==> src/design/wcache_pkg.sv <==
// Weight cache sizes, width typedefs, read record struct and session state enum
package wcache_pkg;

    // ============================================================
    // Sizes
    // ============================================================
    localparam int NUM_PORTS   = 4;     // PE-row request ports
    localparam int ADDR_W      = 13;    // WRAM word address
    localparam int DATA_W      = 8;     // Weight word
    localparam int QUEUE_DEPTH = 4;     // Reads in flight

    localparam int PORT_IDX_W  = $clog2(NUM_PORTS);
    localparam int QUEUE_PTR_W = $clog2(QUEUE_DEPTH);
    localparam int QUEUE_CNT_W = $clog2(QUEUE_DEPTH + 1);   // Holds 0 to QUEUE_DEPTH

    // ============================================================
    // Width types
    // ============================================================
    typedef logic [NUM_PORTS-1:0]   port_mask_t;    // One bit per port
    typedef logic [ADDR_W-1:0]      wram_addr_t;
    typedef logic [DATA_W-1:0]      weight_t;
    typedef logic [PORT_IDX_W-1:0]  port_idx_t;
    typedef logic [QUEUE_PTR_W-1:0] queue_ptr_t;
    typedef logic [QUEUE_CNT_W-1:0] queue_cnt_t;

    // Per-port bundles, port 0 in the low slot
    typedef wram_addr_t [NUM_PORTS-1:0] port_addr_t;
    typedef weight_t    [NUM_PORTS-1:0] port_weight_t;

    // ============================================================
    // Issued read record
    // ============================================================
    // One record per WRAM read or per reuse hit, kept in issue order
    typedef struct packed {
        logic       reuse;  // Served from the last word, no WRAM data
        port_mask_t mask;   // Ports to answer
        port_mask_t lst;    // Last flags of those ports
        wram_addr_t addr;
    } read_rec_t;

    // Session control
    typedef enum logic [1:0] {
        IDLE = 2'b00,
        CFG  = 2'b01,
        WORK = 2'b10
    } session_state_t;

endpackage

==> src/design/request_arbiter.sv <==
// Session FSM, fixed-priority port arbiter, same-address merge, reuse check and queue push
`timescale 1ns/1ps

module request_arbiter (
    input  logic                       clk,
    input  logic                       rst_n,
    // Configuration
    input  logic                       cfg_info_vld,
    input  logic                       cfg_wbuf_ena,
    output logic                       cfg_info_rdy,
    // PE-row request ports
    input  wcache_pkg::port_mask_t     req_vld,
    input  wcache_pkg::port_mask_t     req_lst,
    input  wcache_pkg::port_addr_t     req_addr,
    output wcache_pkg::port_mask_t     req_rdy,
    // WRAM read address
    output logic                       wram_add_vld,
    output logic                       wram_add_lst,
    output wcache_pkg::wram_addr_t     wram_add_addr,
    input  logic                       wram_add_rdy,
    // Pending queue
    output logic                       push,
    output wcache_pkg::read_rec_t      push_rec,
    input  logic                       full
);

    wcache_pkg::session_state_t state;
    wcache_pkg::session_state_t state_nxt;

    logic                       reuse_en;
    wcache_pkg::wram_addr_t     last_addr;     // Address of the most recent WRAM read
    logic                       last_vld;

    wcache_pkg::port_idx_t      win_idx;
    logic                       any_vld;
    wcache_pkg::wram_addr_t     win_addr;
    wcache_pkg::port_mask_t     merge_mask;
    logic                       can_issue;
    logic                       reuse_hit;

    // ============================================================
    // Session FSM
    // ============================================================
    always_comb begin
        state_nxt = state;
        case (state)
            wcache_pkg::IDLE: if (cfg_info_vld) state_nxt = wcache_pkg::CFG;
            wcache_pkg::CFG:  state_nxt = wcache_pkg::WORK;
            wcache_pkg::WORK: if (cfg_info_vld) state_nxt = wcache_pkg::IDLE;   // End of session
            default:          state_nxt = wcache_pkg::IDLE;
        endcase
    end

    always_ff @(posedge clk or negedge rst_n) begin
        if (!rst_n) begin
            state <= wcache_pkg::IDLE;
        end else begin
            state <= state_nxt;
        end
    end

    assign cfg_info_rdy = (state == wcache_pkg::IDLE);

    // Reuse mode is latched once per session
    always_ff @(posedge clk or negedge rst_n) begin
        if (!rst_n) begin
            reuse_en <= 1'b0;
        end else if (state == wcache_pkg::IDLE) begin
            reuse_en <= 1'b0;
        end else if (state == wcache_pkg::CFG) begin
            reuse_en <= cfg_wbuf_ena;
        end
    end

    // Reads return in order, so the last issued address names the next last word
    always_ff @(posedge clk or negedge rst_n) begin
        if (!rst_n) begin
            last_addr <= '0;
            last_vld  <= 1'b0;
        end else if (state == wcache_pkg::IDLE) begin
            last_addr <= '0;
            last_vld  <= 1'b0;
        end else if (wram_add_vld && wram_add_rdy) begin
            last_addr <= win_addr;
            last_vld  <= 1'b1;
        end
    end

    // ============================================================
    // Arbitration and merge
    // ============================================================
    // Lowest valid index wins
    always_comb begin
        win_idx = '0;
        any_vld = 1'b0;
        for (int i = wcache_pkg::NUM_PORTS - 1; i >= 0; i--) begin
            if (req_vld[i]) begin
                win_idx = wcache_pkg::port_idx_t'(i);
                any_vld = 1'b1;
            end
        end
    end

    assign win_addr = req_addr[win_idx];

    // Every port asking for the winner's word rides on the same read
    always_comb begin
        merge_mask = '0;
        for (int i = 0; i < wcache_pkg::NUM_PORTS; i++) begin
            merge_mask[i] = req_vld[i] && (req_addr[i] == win_addr);
        end
    end

    assign can_issue = (state == wcache_pkg::WORK) && !full && any_vld;
    assign reuse_hit = reuse_en && last_vld && (win_addr == last_addr);

    // ============================================================
    // WRAM read and queue push
    // ============================================================
    assign wram_add_vld  = can_issue && !reuse_hit;
    assign wram_add_lst  = req_lst[win_idx];   // Winner's flag only
    assign wram_add_addr = win_addr;

    assign push    = can_issue && (reuse_hit || wram_add_rdy);
    assign req_rdy = {wcache_pkg::NUM_PORTS{push}} & merge_mask;

    always_comb begin
        push_rec.reuse = reuse_hit;
        push_rec.mask  = merge_mask;
        push_rec.lst   = req_lst & merge_mask;
        push_rec.addr  = win_addr;
    end

endmodule

==> src/design/pending_queue.sv <==
// In-order FIFO of issued read records with full flag and head output
`timescale 1ns/1ps

module pending_queue (
    input  logic                    clk,
    input  logic                    rst_n,
    input  logic                    push,
    input  wcache_pkg::read_rec_t   push_rec,
    output logic                    full,
    input  logic                    pop,
    output logic                    head_vld,
    output wcache_pkg::read_rec_t   head
);

    wcache_pkg::read_rec_t  mem [wcache_pkg::QUEUE_DEPTH];
    wcache_pkg::queue_ptr_t wr_ptr;
    wcache_pkg::queue_ptr_t rd_ptr;
    wcache_pkg::queue_cnt_t count;
    logic                   do_push;
    logic                   do_pop;

    // Wrap at QUEUE_DEPTH, depth need not be a power of two
    function automatic wcache_pkg::queue_ptr_t next_ptr(input wcache_pkg::queue_ptr_t ptr);
        wcache_pkg::queue_ptr_t last;
        last = wcache_pkg::queue_ptr_t'(wcache_pkg::QUEUE_DEPTH - 1);
        if (ptr == last) begin
            return '0;
        end
        return ptr + 1'b1;
    endfunction

    assign do_push = push && !full;
    assign do_pop  = pop && head_vld;

    always_ff @(posedge clk) begin
        if (do_push) begin
            mem[wr_ptr] <= push_rec;
        end
    end

    always_ff @(posedge clk or negedge rst_n) begin
        if (!rst_n) begin
            wr_ptr <= '0;
            rd_ptr <= '0;
            count  <= '0;
        end else begin
            if (do_push) wr_ptr <= next_ptr(wr_ptr);
            if (do_pop)  rd_ptr <= next_ptr(rd_ptr);
            case ({do_push, do_pop})
                2'b10:   count <= count + 1'b1;
                2'b01:   count <= count - 1'b1;
                default: count <= count;   // Both or neither
            endcase
        end
    end

    // ============================================================
    // Status and head
    // ============================================================
    assign full     = (count == wcache_pkg::queue_cnt_t'(wcache_pkg::QUEUE_DEPTH));
    assign head_vld = (count != '0);
    assign head     = mem[rd_ptr];

endmodule

==> src/design/response_router.sv <==
// Last-word register and fan-out of WRAM or reused data to the response ports
`timescale 1ns/1ps

module response_router (
    input  logic                       clk,
    input  logic                       rst_n,
    // Queue head
    input  logic                       head_vld,
    input  wcache_pkg::read_rec_t      head,
    output logic                       pop,
    // WRAM read data
    input  logic                       wram_dat_vld,
    input  wcache_pkg::weight_t        wram_dat_dat,
    output logic                       wram_dat_rdy,
    // PE-row response ports
    output wcache_pkg::port_mask_t     rsp_vld,
    output wcache_pkg::port_mask_t     rsp_lst,
    output wcache_pkg::port_weight_t   rsp_dat,
    input  wcache_pkg::port_mask_t     rsp_rdy
);

    wcache_pkg::weight_t    last_word;     // Word of the last completed record
    wcache_pkg::weight_t    sel_word;
    logic                   data_avail;
    logic                   all_rdy;
    logic                   done;

    // ============================================================
    // Data select
    // ============================================================
    // Reuse records need no WRAM beat
    assign data_avail = head_vld && (head.reuse || wram_dat_vld);
    assign sel_word   = head.reuse ? last_word : wram_dat_dat;

    // Ports outside the mask never hold a record back
    assign all_rdy = &(rsp_rdy | ~head.mask);
    assign done    = data_avail && all_rdy;

    assign pop          = done;
    assign wram_dat_rdy = head_vld && !head.reuse && all_rdy;

    // ============================================================
    // Fan-out
    // ============================================================
    always_comb begin
        for (int p = 0; p < wcache_pkg::NUM_PORTS; p++) begin
            rsp_vld[p] = data_avail && head.mask[p];
            rsp_lst[p] = data_avail && head.lst[p];
            rsp_dat[p] = sel_word;   // Same word on every port
        end
    end

    // Loaded on every completion, reuse records just reload the same word
    always_ff @(posedge clk or negedge rst_n) begin
        if (!rst_n) begin
            last_word <= '0;
        end else if (done) begin
            last_word <= sel_word;
        end
    end

endmodule

==> src/design/weight_cache_top.sv <==
// Weight cache top level with arbiter, pending queue and response router
`timescale 1ns/1ps

module weight_cache_top (
    input  logic                       clk,
    input  logic                       rst_n,
    // Configuration
    input  logic                       cfg_info_vld,
    input  logic                       cfg_wbuf_ena,
    output logic                       cfg_info_rdy,
    // PE-row requests
    input  wcache_pkg::port_mask_t     req_vld,
    input  wcache_pkg::port_mask_t     req_lst,
    input  wcache_pkg::port_addr_t     req_addr,
    output wcache_pkg::port_mask_t     req_rdy,
    // PE-row responses
    output wcache_pkg::port_mask_t     rsp_vld,
    output wcache_pkg::port_mask_t     rsp_lst,
    output wcache_pkg::port_weight_t   rsp_dat,
    input  wcache_pkg::port_mask_t     rsp_rdy,
    // WRAM address side
    output logic                       wram_add_vld,
    output logic                       wram_add_lst,
    output wcache_pkg::wram_addr_t     wram_add_addr,
    input  logic                       wram_add_rdy,
    // WRAM data side
    input  logic                       wram_dat_vld,
    input  wcache_pkg::weight_t        wram_dat_dat,
    output logic                       wram_dat_rdy
);

    logic                   push;
    wcache_pkg::read_rec_t  push_rec;
    logic                   full;
    logic                   pop;
    logic                   head_vld;
    wcache_pkg::read_rec_t  head;

    request_arbiter arb_i (
        .clk           (clk),
        .rst_n         (rst_n),
        .cfg_info_vld  (cfg_info_vld),
        .cfg_wbuf_ena  (cfg_wbuf_ena),
        .cfg_info_rdy  (cfg_info_rdy),
        .req_vld       (req_vld),
        .req_lst       (req_lst),
        .req_addr      (req_addr),
        .req_rdy       (req_rdy),
        .wram_add_vld  (wram_add_vld),
        .wram_add_lst  (wram_add_lst),
        .wram_add_addr (wram_add_addr),
        .wram_add_rdy  (wram_add_rdy),
        .push          (push),
        .push_rec      (push_rec),
        .full          (full)
    );

    // Issue-order records, at most QUEUE_DEPTH reads in flight
    pending_queue queue_i (
        .clk      (clk),
        .rst_n    (rst_n),
        .push     (push),
        .push_rec (push_rec),
        .full     (full),
        .pop      (pop),
        .head_vld (head_vld),
        .head     (head)
    );

    response_router router_i (
        .clk          (clk),
        .rst_n        (rst_n),
        .head_vld     (head_vld),
        .head         (head),
        .pop          (pop),
        .wram_dat_vld (wram_dat_vld),
        .wram_dat_dat (wram_dat_dat),
        .wram_dat_rdy (wram_dat_rdy),
        .rsp_vld      (rsp_vld),
        .rsp_lst      (rsp_lst),
        .rsp_dat      (rsp_dat),
        .rsp_rdy      (rsp_rdy)
    );

endmodule

==> config.mk <==
export PLATFORM = sky130hd
export DESIGN_NAME = weight_cache_top
export DESIGN_NICKNAME = d
export VERILOG_FILES = /design/src/design/wcache_pkg.sv /design/src/design/request_arbiter.sv /design/src/design/pending_queue.sv /design/src/design/response_router.sv /design/src/design/weight_cache_top.sv
export SDC_FILE = /design/constraint.sdc
export NUM_CORES = 1
export LEC_CHECK = 0
export ABC_CLOCK_PERIOD_IN_PS = 3700
export BUFFER_PORTS_ARGS = -buffer_cell sky130_fd_sc_hd__buf_2
export CORE_MARGIN = 2
export CORE_UTILIZATION = 52
export CTS_CLUSTER_SIZE = 14
export DETAILED_ROUTE_END_ITERATION = 6
export PLACE_DENSITY = 0.76
export SYNTH_ARGS = -nofsm -noshare
export SYNTH_HDL_FRONTEND = slang
export SYNTH_HIERARCHICAL = 1
export SYNTH_SLANG_ARGS = --single-unit
==> constraint.sdc <==
create_clock -name clk -period 3.7 [get_ports clk]
set_input_delay 0.185 -clock clk [delete_from_list [all_inputs] [get_ports clk]]
set_output_delay 0.185 -clock clk [all_outputs]
set_load 0.01 [all_outputs]
### Yosys cells after proc, flatten, opt, wreduce, memory -nomap -nowiden

Memory sizes are Yosys's and may differ from the RTL's.
Index checks and enable logic that the tools add are counted.

* bits in writable memories: 88
* register bits after elaboration: 32
* memories: 1
* word-level logic and storage cells: 102

Memory list
* queue_i.mem: words 4, bits a word 22, rd ports 1, clocked after Yosys merged registers in 0, write ports 1, RTL line pending_queue.sv:15 `wcache_pkg::read_rec_t mem [wcache_pkg::QUEUE_DEPTH];`

* mux-type cells: 33
* order comparisons: 1
* bitwise logic cells: 4
* eq/ne operators: 14
* add/sub/neg operators: 4
* reductions and logical operators: 37

Operators with widths (number)
* == test 13 bit: 5
* two-way mux 13 bit: 3
* binary-select mux 13 bit (select 2 bit): 1
* logical AND 1 bit: 25
* two-way mux 2 bit: 10
* two-way mux 1 bit: 15
* bitwise AND 4 bit: 2
* == test 2 bit, second input constant: 4
* two-way mux 8 bit: 1
* case mux 2 bit (3 select lines): 1
* case mux 3 bit (2 select lines): 1
* nonzero test 2 bit: 3
* adder 2 x 1 -> 2 bit, second input constant: 2
* == test 2 x 1 -> 1 bit, second input constant: 2
* != test 2 bit, second input constant: 2
* inverter 4 bit: 1
* bitwise OR 4 bit: 1
* AND reduction 4 bit: 1
* adder 3 x 1 -> 3 bit, second input constant: 1
* == test 3 bit, second input constant: 1
* zero test 1 bit: 3
* less-than comparator 2 x 3 -> 1 bit, second input constant: 1
* nonzero test 3 bit: 1
* subtractor 3 x 1 -> 3 bit, second input constant: 1
* 4 further kinds: 5

### Depth between registers and ports, before layout

* depth after elaboration: 13
* mapped depth: 18

### By module

The synthesis kept the hierarchy.

Modules (own cells, without submodules)
* pending_queue: cells an instance 156, area each 3628.5 µm², sequential area each 2817.7 µm², instances 1
* request_arbiter: cells an instance 308, area each 2454.9 µm², sequential area each 425.4 µm², instances 1
* response_router: cells an instance 66, area each 782.0 µm², sequential area each 200.2 µm², instances 1

### Worst setup path before layout

No wires, ideal clock.

* path type: input to register
* start: input port req_vld[3]
* end: register queue_i.count[2]
* data arrival time: 3155 ps
* buffers on the path: 2
* stages: 17
* path slack: 420 ps
* path through: buf_2 clkbuf_1 nand3b_1 a2111oi_0 a221oi_1 or3_1 a211oi_1 a41oi_1 nor2_1 and2_4 inv_1 ha_1 inv_1 fa_1 xor2_1 nor2_1 xor2_1

* longest elaborated chain between the ends: 13
* elaborated cells between the ends (all ways): 20
* those cells by class: eq/ne: 3; mux: 11; reduce/logical: 6

RTL lines
* start, declared: RTL line weight_cache_top.sv:12 `input wcache_pkg::port_mask_t req_vld,`
* two-way mux 2 bit (4 in series): RTL line request_arbiter.sv:97 `if (req_vld[i]) begin`
* binary-select mux 13 bit (select 2 bit): RTL line request_arbiter.sv:104 `assign win_addr = req_addr[win_idx];`
* two-way mux 13 bit (implied by the code): RTL line request_arbiter.sv:104
* == test 13 bit: RTL line request_arbiter.sv:115 `assign reuse_hit = reuse_en && last_vld && (win_addr == last_addr);`
* logical AND 1 bit: RTL line request_arbiter.sv:115
* logical OR 1 bit: RTL line request_arbiter.sv:124 `assign push = can_issue && (reuse_hit || wram_add_rdy);`
* logical AND 1 bit *: RTL line request_arbiter.sv:124
* via push: RTL line weight_cache_top.sv:32 `logic push;`
* logical AND 1 bit *: RTL line pending_queue.sv:32 `assign do_push = push && !full;`
* == test 2 x 1 -> 1 bit or == test 2 bit (tied branches): RTL line pending_queue.sv:49 `case ({do_push, do_pop})`
* case mux 3 bit (2 select lines) or nonzero test 2 bit (tied branches)
* end signal, assigned: RTL line pending_queue.sv:50 `2'b10: count <= count + 1'b1;`
* end signal, assigned: RTL line pending_queue.sv:51 `2'b01: count <= count - 1'b1;`
* end signal, assigned: RTL line pending_queue.sv:52 `default: count <= count;`
* end, declared: RTL line pending_queue.sv:18 `wcache_pkg::queue_cnt_t count;`

Mark *: on every way through the listed nets, which the timed path passes. The rest lies on a longest branch. The select of a mux whose other input is x is not followed.
A chain may end at the register's enable or synchronous reset.

### Final worst setup path

* start: input port req_vld[1]
* end: register queue_i.count[2]

* longest elaborated chain between the ends: 11
* elaborated cells between the ends (all ways): 16
* those cells by class: eq/ne: 3; mux: 7; reduce/logical: 6

RTL lines (RTL line)
* two-way mux 2 bit (2 in series): request_arbiter.sv:97
* binary-select mux 13 bit (select 2 bit): request_arbiter.sv:104
* two-way mux 13 bit (implied by the code): request_arbiter.sv:104
* == test 13 bit: request_arbiter.sv:115
* logical AND 1 bit: request_arbiter.sv:115
* logical OR 1 bit: request_arbiter.sv:124
* logical AND 1 bit *: request_arbiter.sv:124
* via push: weight_cache_top.sv:32
* logical AND 1 bit *: pending_queue.sv:32
* == test 2 x 1 -> 1 bit or == test 2 bit (tied branches): pending_queue.sv:49
* case mux 3 bit (2 select lines) or nonzero test 2 bit (tied branches)

Marked as above.

==> flow_metrics.py <==
metrics = {
    "layout": {
        "fin_area_sq_um": 5730,
        "fin_nets": 646,
        "drive_above_1_share_pct": 40.1,
        "diodes": 0,
        "layout-area-overhead-vs-synth_pct": 14.7,
        "fin_cells": 695,
    },
    "flow_run": {
        "maxCapViolations": 0,
    },
    "place": {
        "dpl_cell_area_sq_um": 5500,
        "place.gp.congestion": 0.967,
        "pre_cts_slack_ns": -0.0248,
        "port_buffers": 138,
        "place_inst": 678,
        "dp_hpwl_mm": 9.67,
    },
    "worst_setup_path": {
        "reg2reg_slack_ns": 0.33,
        "ff2ff_path_depth": 15,
        "r2r_end": "queue_i/count[2]",
        "cpPeakStageDelay_ns": 0.48,
        "worstPathMaxFanout": 16,
        "r2r-start": "arb_i/last_addr[12]",
        "cp_cell_sequence": "buf_2, buf_4, a21oi_1, a2111oi_0, a221oi_1, or3_1, a211oi_1, a41oi_1, nor2_2, and2_4, inv_1, ha_1, inv_1, fa_1, xor2_1, nor2_1, xor2_1",
        "path_class": "primary input to flip-flop",
        "crit_slowest_cell": "a2111oi_0",
        "crit_required_ns": 3.93,
        "endpoint_kind": "flip-flop",
        "start_kind": "primary input",
        "cp.arrival_ns": 3.62,
    },
    "min_path": {
        "min-delay-path-class": "primary input to flip-flop",
        "holdPathStages": 2,
        "whs_endpoint": "arb_i/state[1]",
        "hold_start": "cfg_info_vld",
    },
    "drt": {
        "via_per_inst": 5.56,
        "top_layer_used": "met4",
        "wl_met3_um": 661,
        "ant_nets": 0,
        "dr.pass1.iters": 5,
        "drc_errors": 0,
        "wl_per_cell_um": 18.2,
        "met1_length_mm": 5.32,
        "wl_met2_mm": 6.43,
        "drt-initial-drc-count": 198,
        "vias": 3867,
        "finalWirelength_mm": 12.6,
    },
    "die": {
        "core-area_sq_um": 9280,
        "die_area_sq_um": 10400,
        "num_rows": 35,
        "dieWidth_um": 102,
        "start_util_pct": 53.8,
        "ios": 139,
        "die_y_um": 102,
    },
    "clock_network": {
        "h-tree-depth": 3,
        "clk_pin_slew_worst_paths_ns": 0.08,
        "cts_num_sinks": 68,
        "insertion_delay_ns": 0.34,
        "cts_tree": "yes",
        "clockBufferDepth": 2,
        "numCtsBuffers": 9,
        "cts-root-buf": "clkbuf_8",
    },
    "sta": {
        "hold_viol_final": 0,
        "slew_viol_final": 0,
        "rsz0062_at_grt": "no",
        "setup_violations": 0,
        "post-route-period-util_pct": 91.6,
        "min_period_ns": 3.39,
        "clock_skew_ns": 0.0117,
        "tightest_slew_ns": 0.783,
        "setup_tns_ns": 0,
        "fin_ws_ns": 0.311,
        "slew_headroom_pct": 47.8,
        "max_freq_ghz": 0.295,
    },
    "power_and_ir_drop": {
        "finalPower_mw": 3.42,
        "leakagePower_nw": 2.62,
        "vdd_drop_max_mv": 0.278,
        "p_per_area_nw_per_um2": 597,
    },
    "grt": {
        "track_usage_pct": 25.0,
        "grt_pass1_vias": 3727,
        "antenna_found_initial": 0,
        "grt_overflow_total": 0,
        "grt_max_degree": 33,
        "grt_pass1_wl_mm": 19.7,
    },
    "status": {
        "status": "finished, final reports clean",
    },
    "synth": {
        "postSynthAreaPerCell_sq_um": 10.8,
        "synth_nets": 548,
        "synthCells": 463,
        "yosys_warnings": 6,
        "syn_area_sq_um": 5000,
    },
}
## metal layers
layer,vias to the layer above,track usage [%]
met1,1866,32.8
met5,-,0
met3,17,4.17
li1,1824,-
met2,160,43.4
met4,0,6.26
## layout by cell type (no fill, tap or decap), drive strengths merged, types with 4 or more instances in the layout
cell	count
a21o	4
a21oi	17
a221o	4
a221oi	4
and2	25
and3	6
buf	150
clkbuf	11
clkinv	4
dfrtp	32
edfxtp	36
ha	6
inv	25
mux2	30
mux2i	6
mux4	10
nand2	18
nand2b	9
nand3	5
nand3b	8
nor2	12
nor2b	7
nor3	6
nor3b	8
nor4	11
o21ai	16
or3	6
or4b	4
xnor2	19
xor2	24
## stage by stage
stage | hold slack (ns) | util (%)
floorplan | -0.111 | -
global placement | 0.308 | 59.3
detailed placement | 0.323 | 59.3
CTS | 0.0500 | 61.7
global route | 0.0702 | 61.8
finish | 0.0548 | 61.8
## sequential cells by signal, summed over array words and instances, names as in the netlist
signal              cells
arb_i/last_addr        13
arb_i/last_vld          1
arb_i/reuse_en          1
arb_i/state             2
queue_i/count           3
queue_i/mem            36
queue_i/rd_ptr          2
queue_i/wr_ptr          2
router_i/last_word      8
## final cells by class
type                    instances  area, sq um
multi-input cells             306         2590
inverters                      25         93.8
clock buffers                  11          163
fillers                       836         3550
repair buffers                151          791
flip-flops and latches         68         1880
clock inverters                 5         57.6
well taps                     129          161
## repair_timing
item | CTS | global route
resized for setup | 0 | 1
hold buffers | 1 | 0
buffers inserted | 0 | 0
hold endpoints to repair | 32 | 0
endpoints found under the setup margin | 0 | 1
## power by group
| group | switching, mW | internal [mW] |
|---|---|---|
| Combinational | 0.810 | 0.807 |
| Clock | 0.306 | 0.371 |
| Sequential | 0.162 | 0.964 |
| Total | 1.28 | 2.14 |
## worst max-delay path, delay by kind of cell
family	cells	cell delay, ns
fa+ha+maj	2	0.39
xor+xnor	2	0.30
compound gates	5	1.28
simple gates	4	0.86
buf+inv	4	0.60
## worst max-delay path by stage
stage,from,end,cells after the start
3_3_place_gp,req_vld[1],queue_i/count[2],16
6_report,req_vld[1],queue_i/count[2],17
2_1_floorplan,req_vld[3],queue_i/count[2],17
4_1_cts,arb_i/last_addr[12],queue_i/count[2],15
3_5_place_dp,req_vld[1],queue_i/count[2],17
5_1_grt,arb_i/last_addr[12],queue_i/count[2],15
Note: power is estimated with default switching activity, not from simulation.
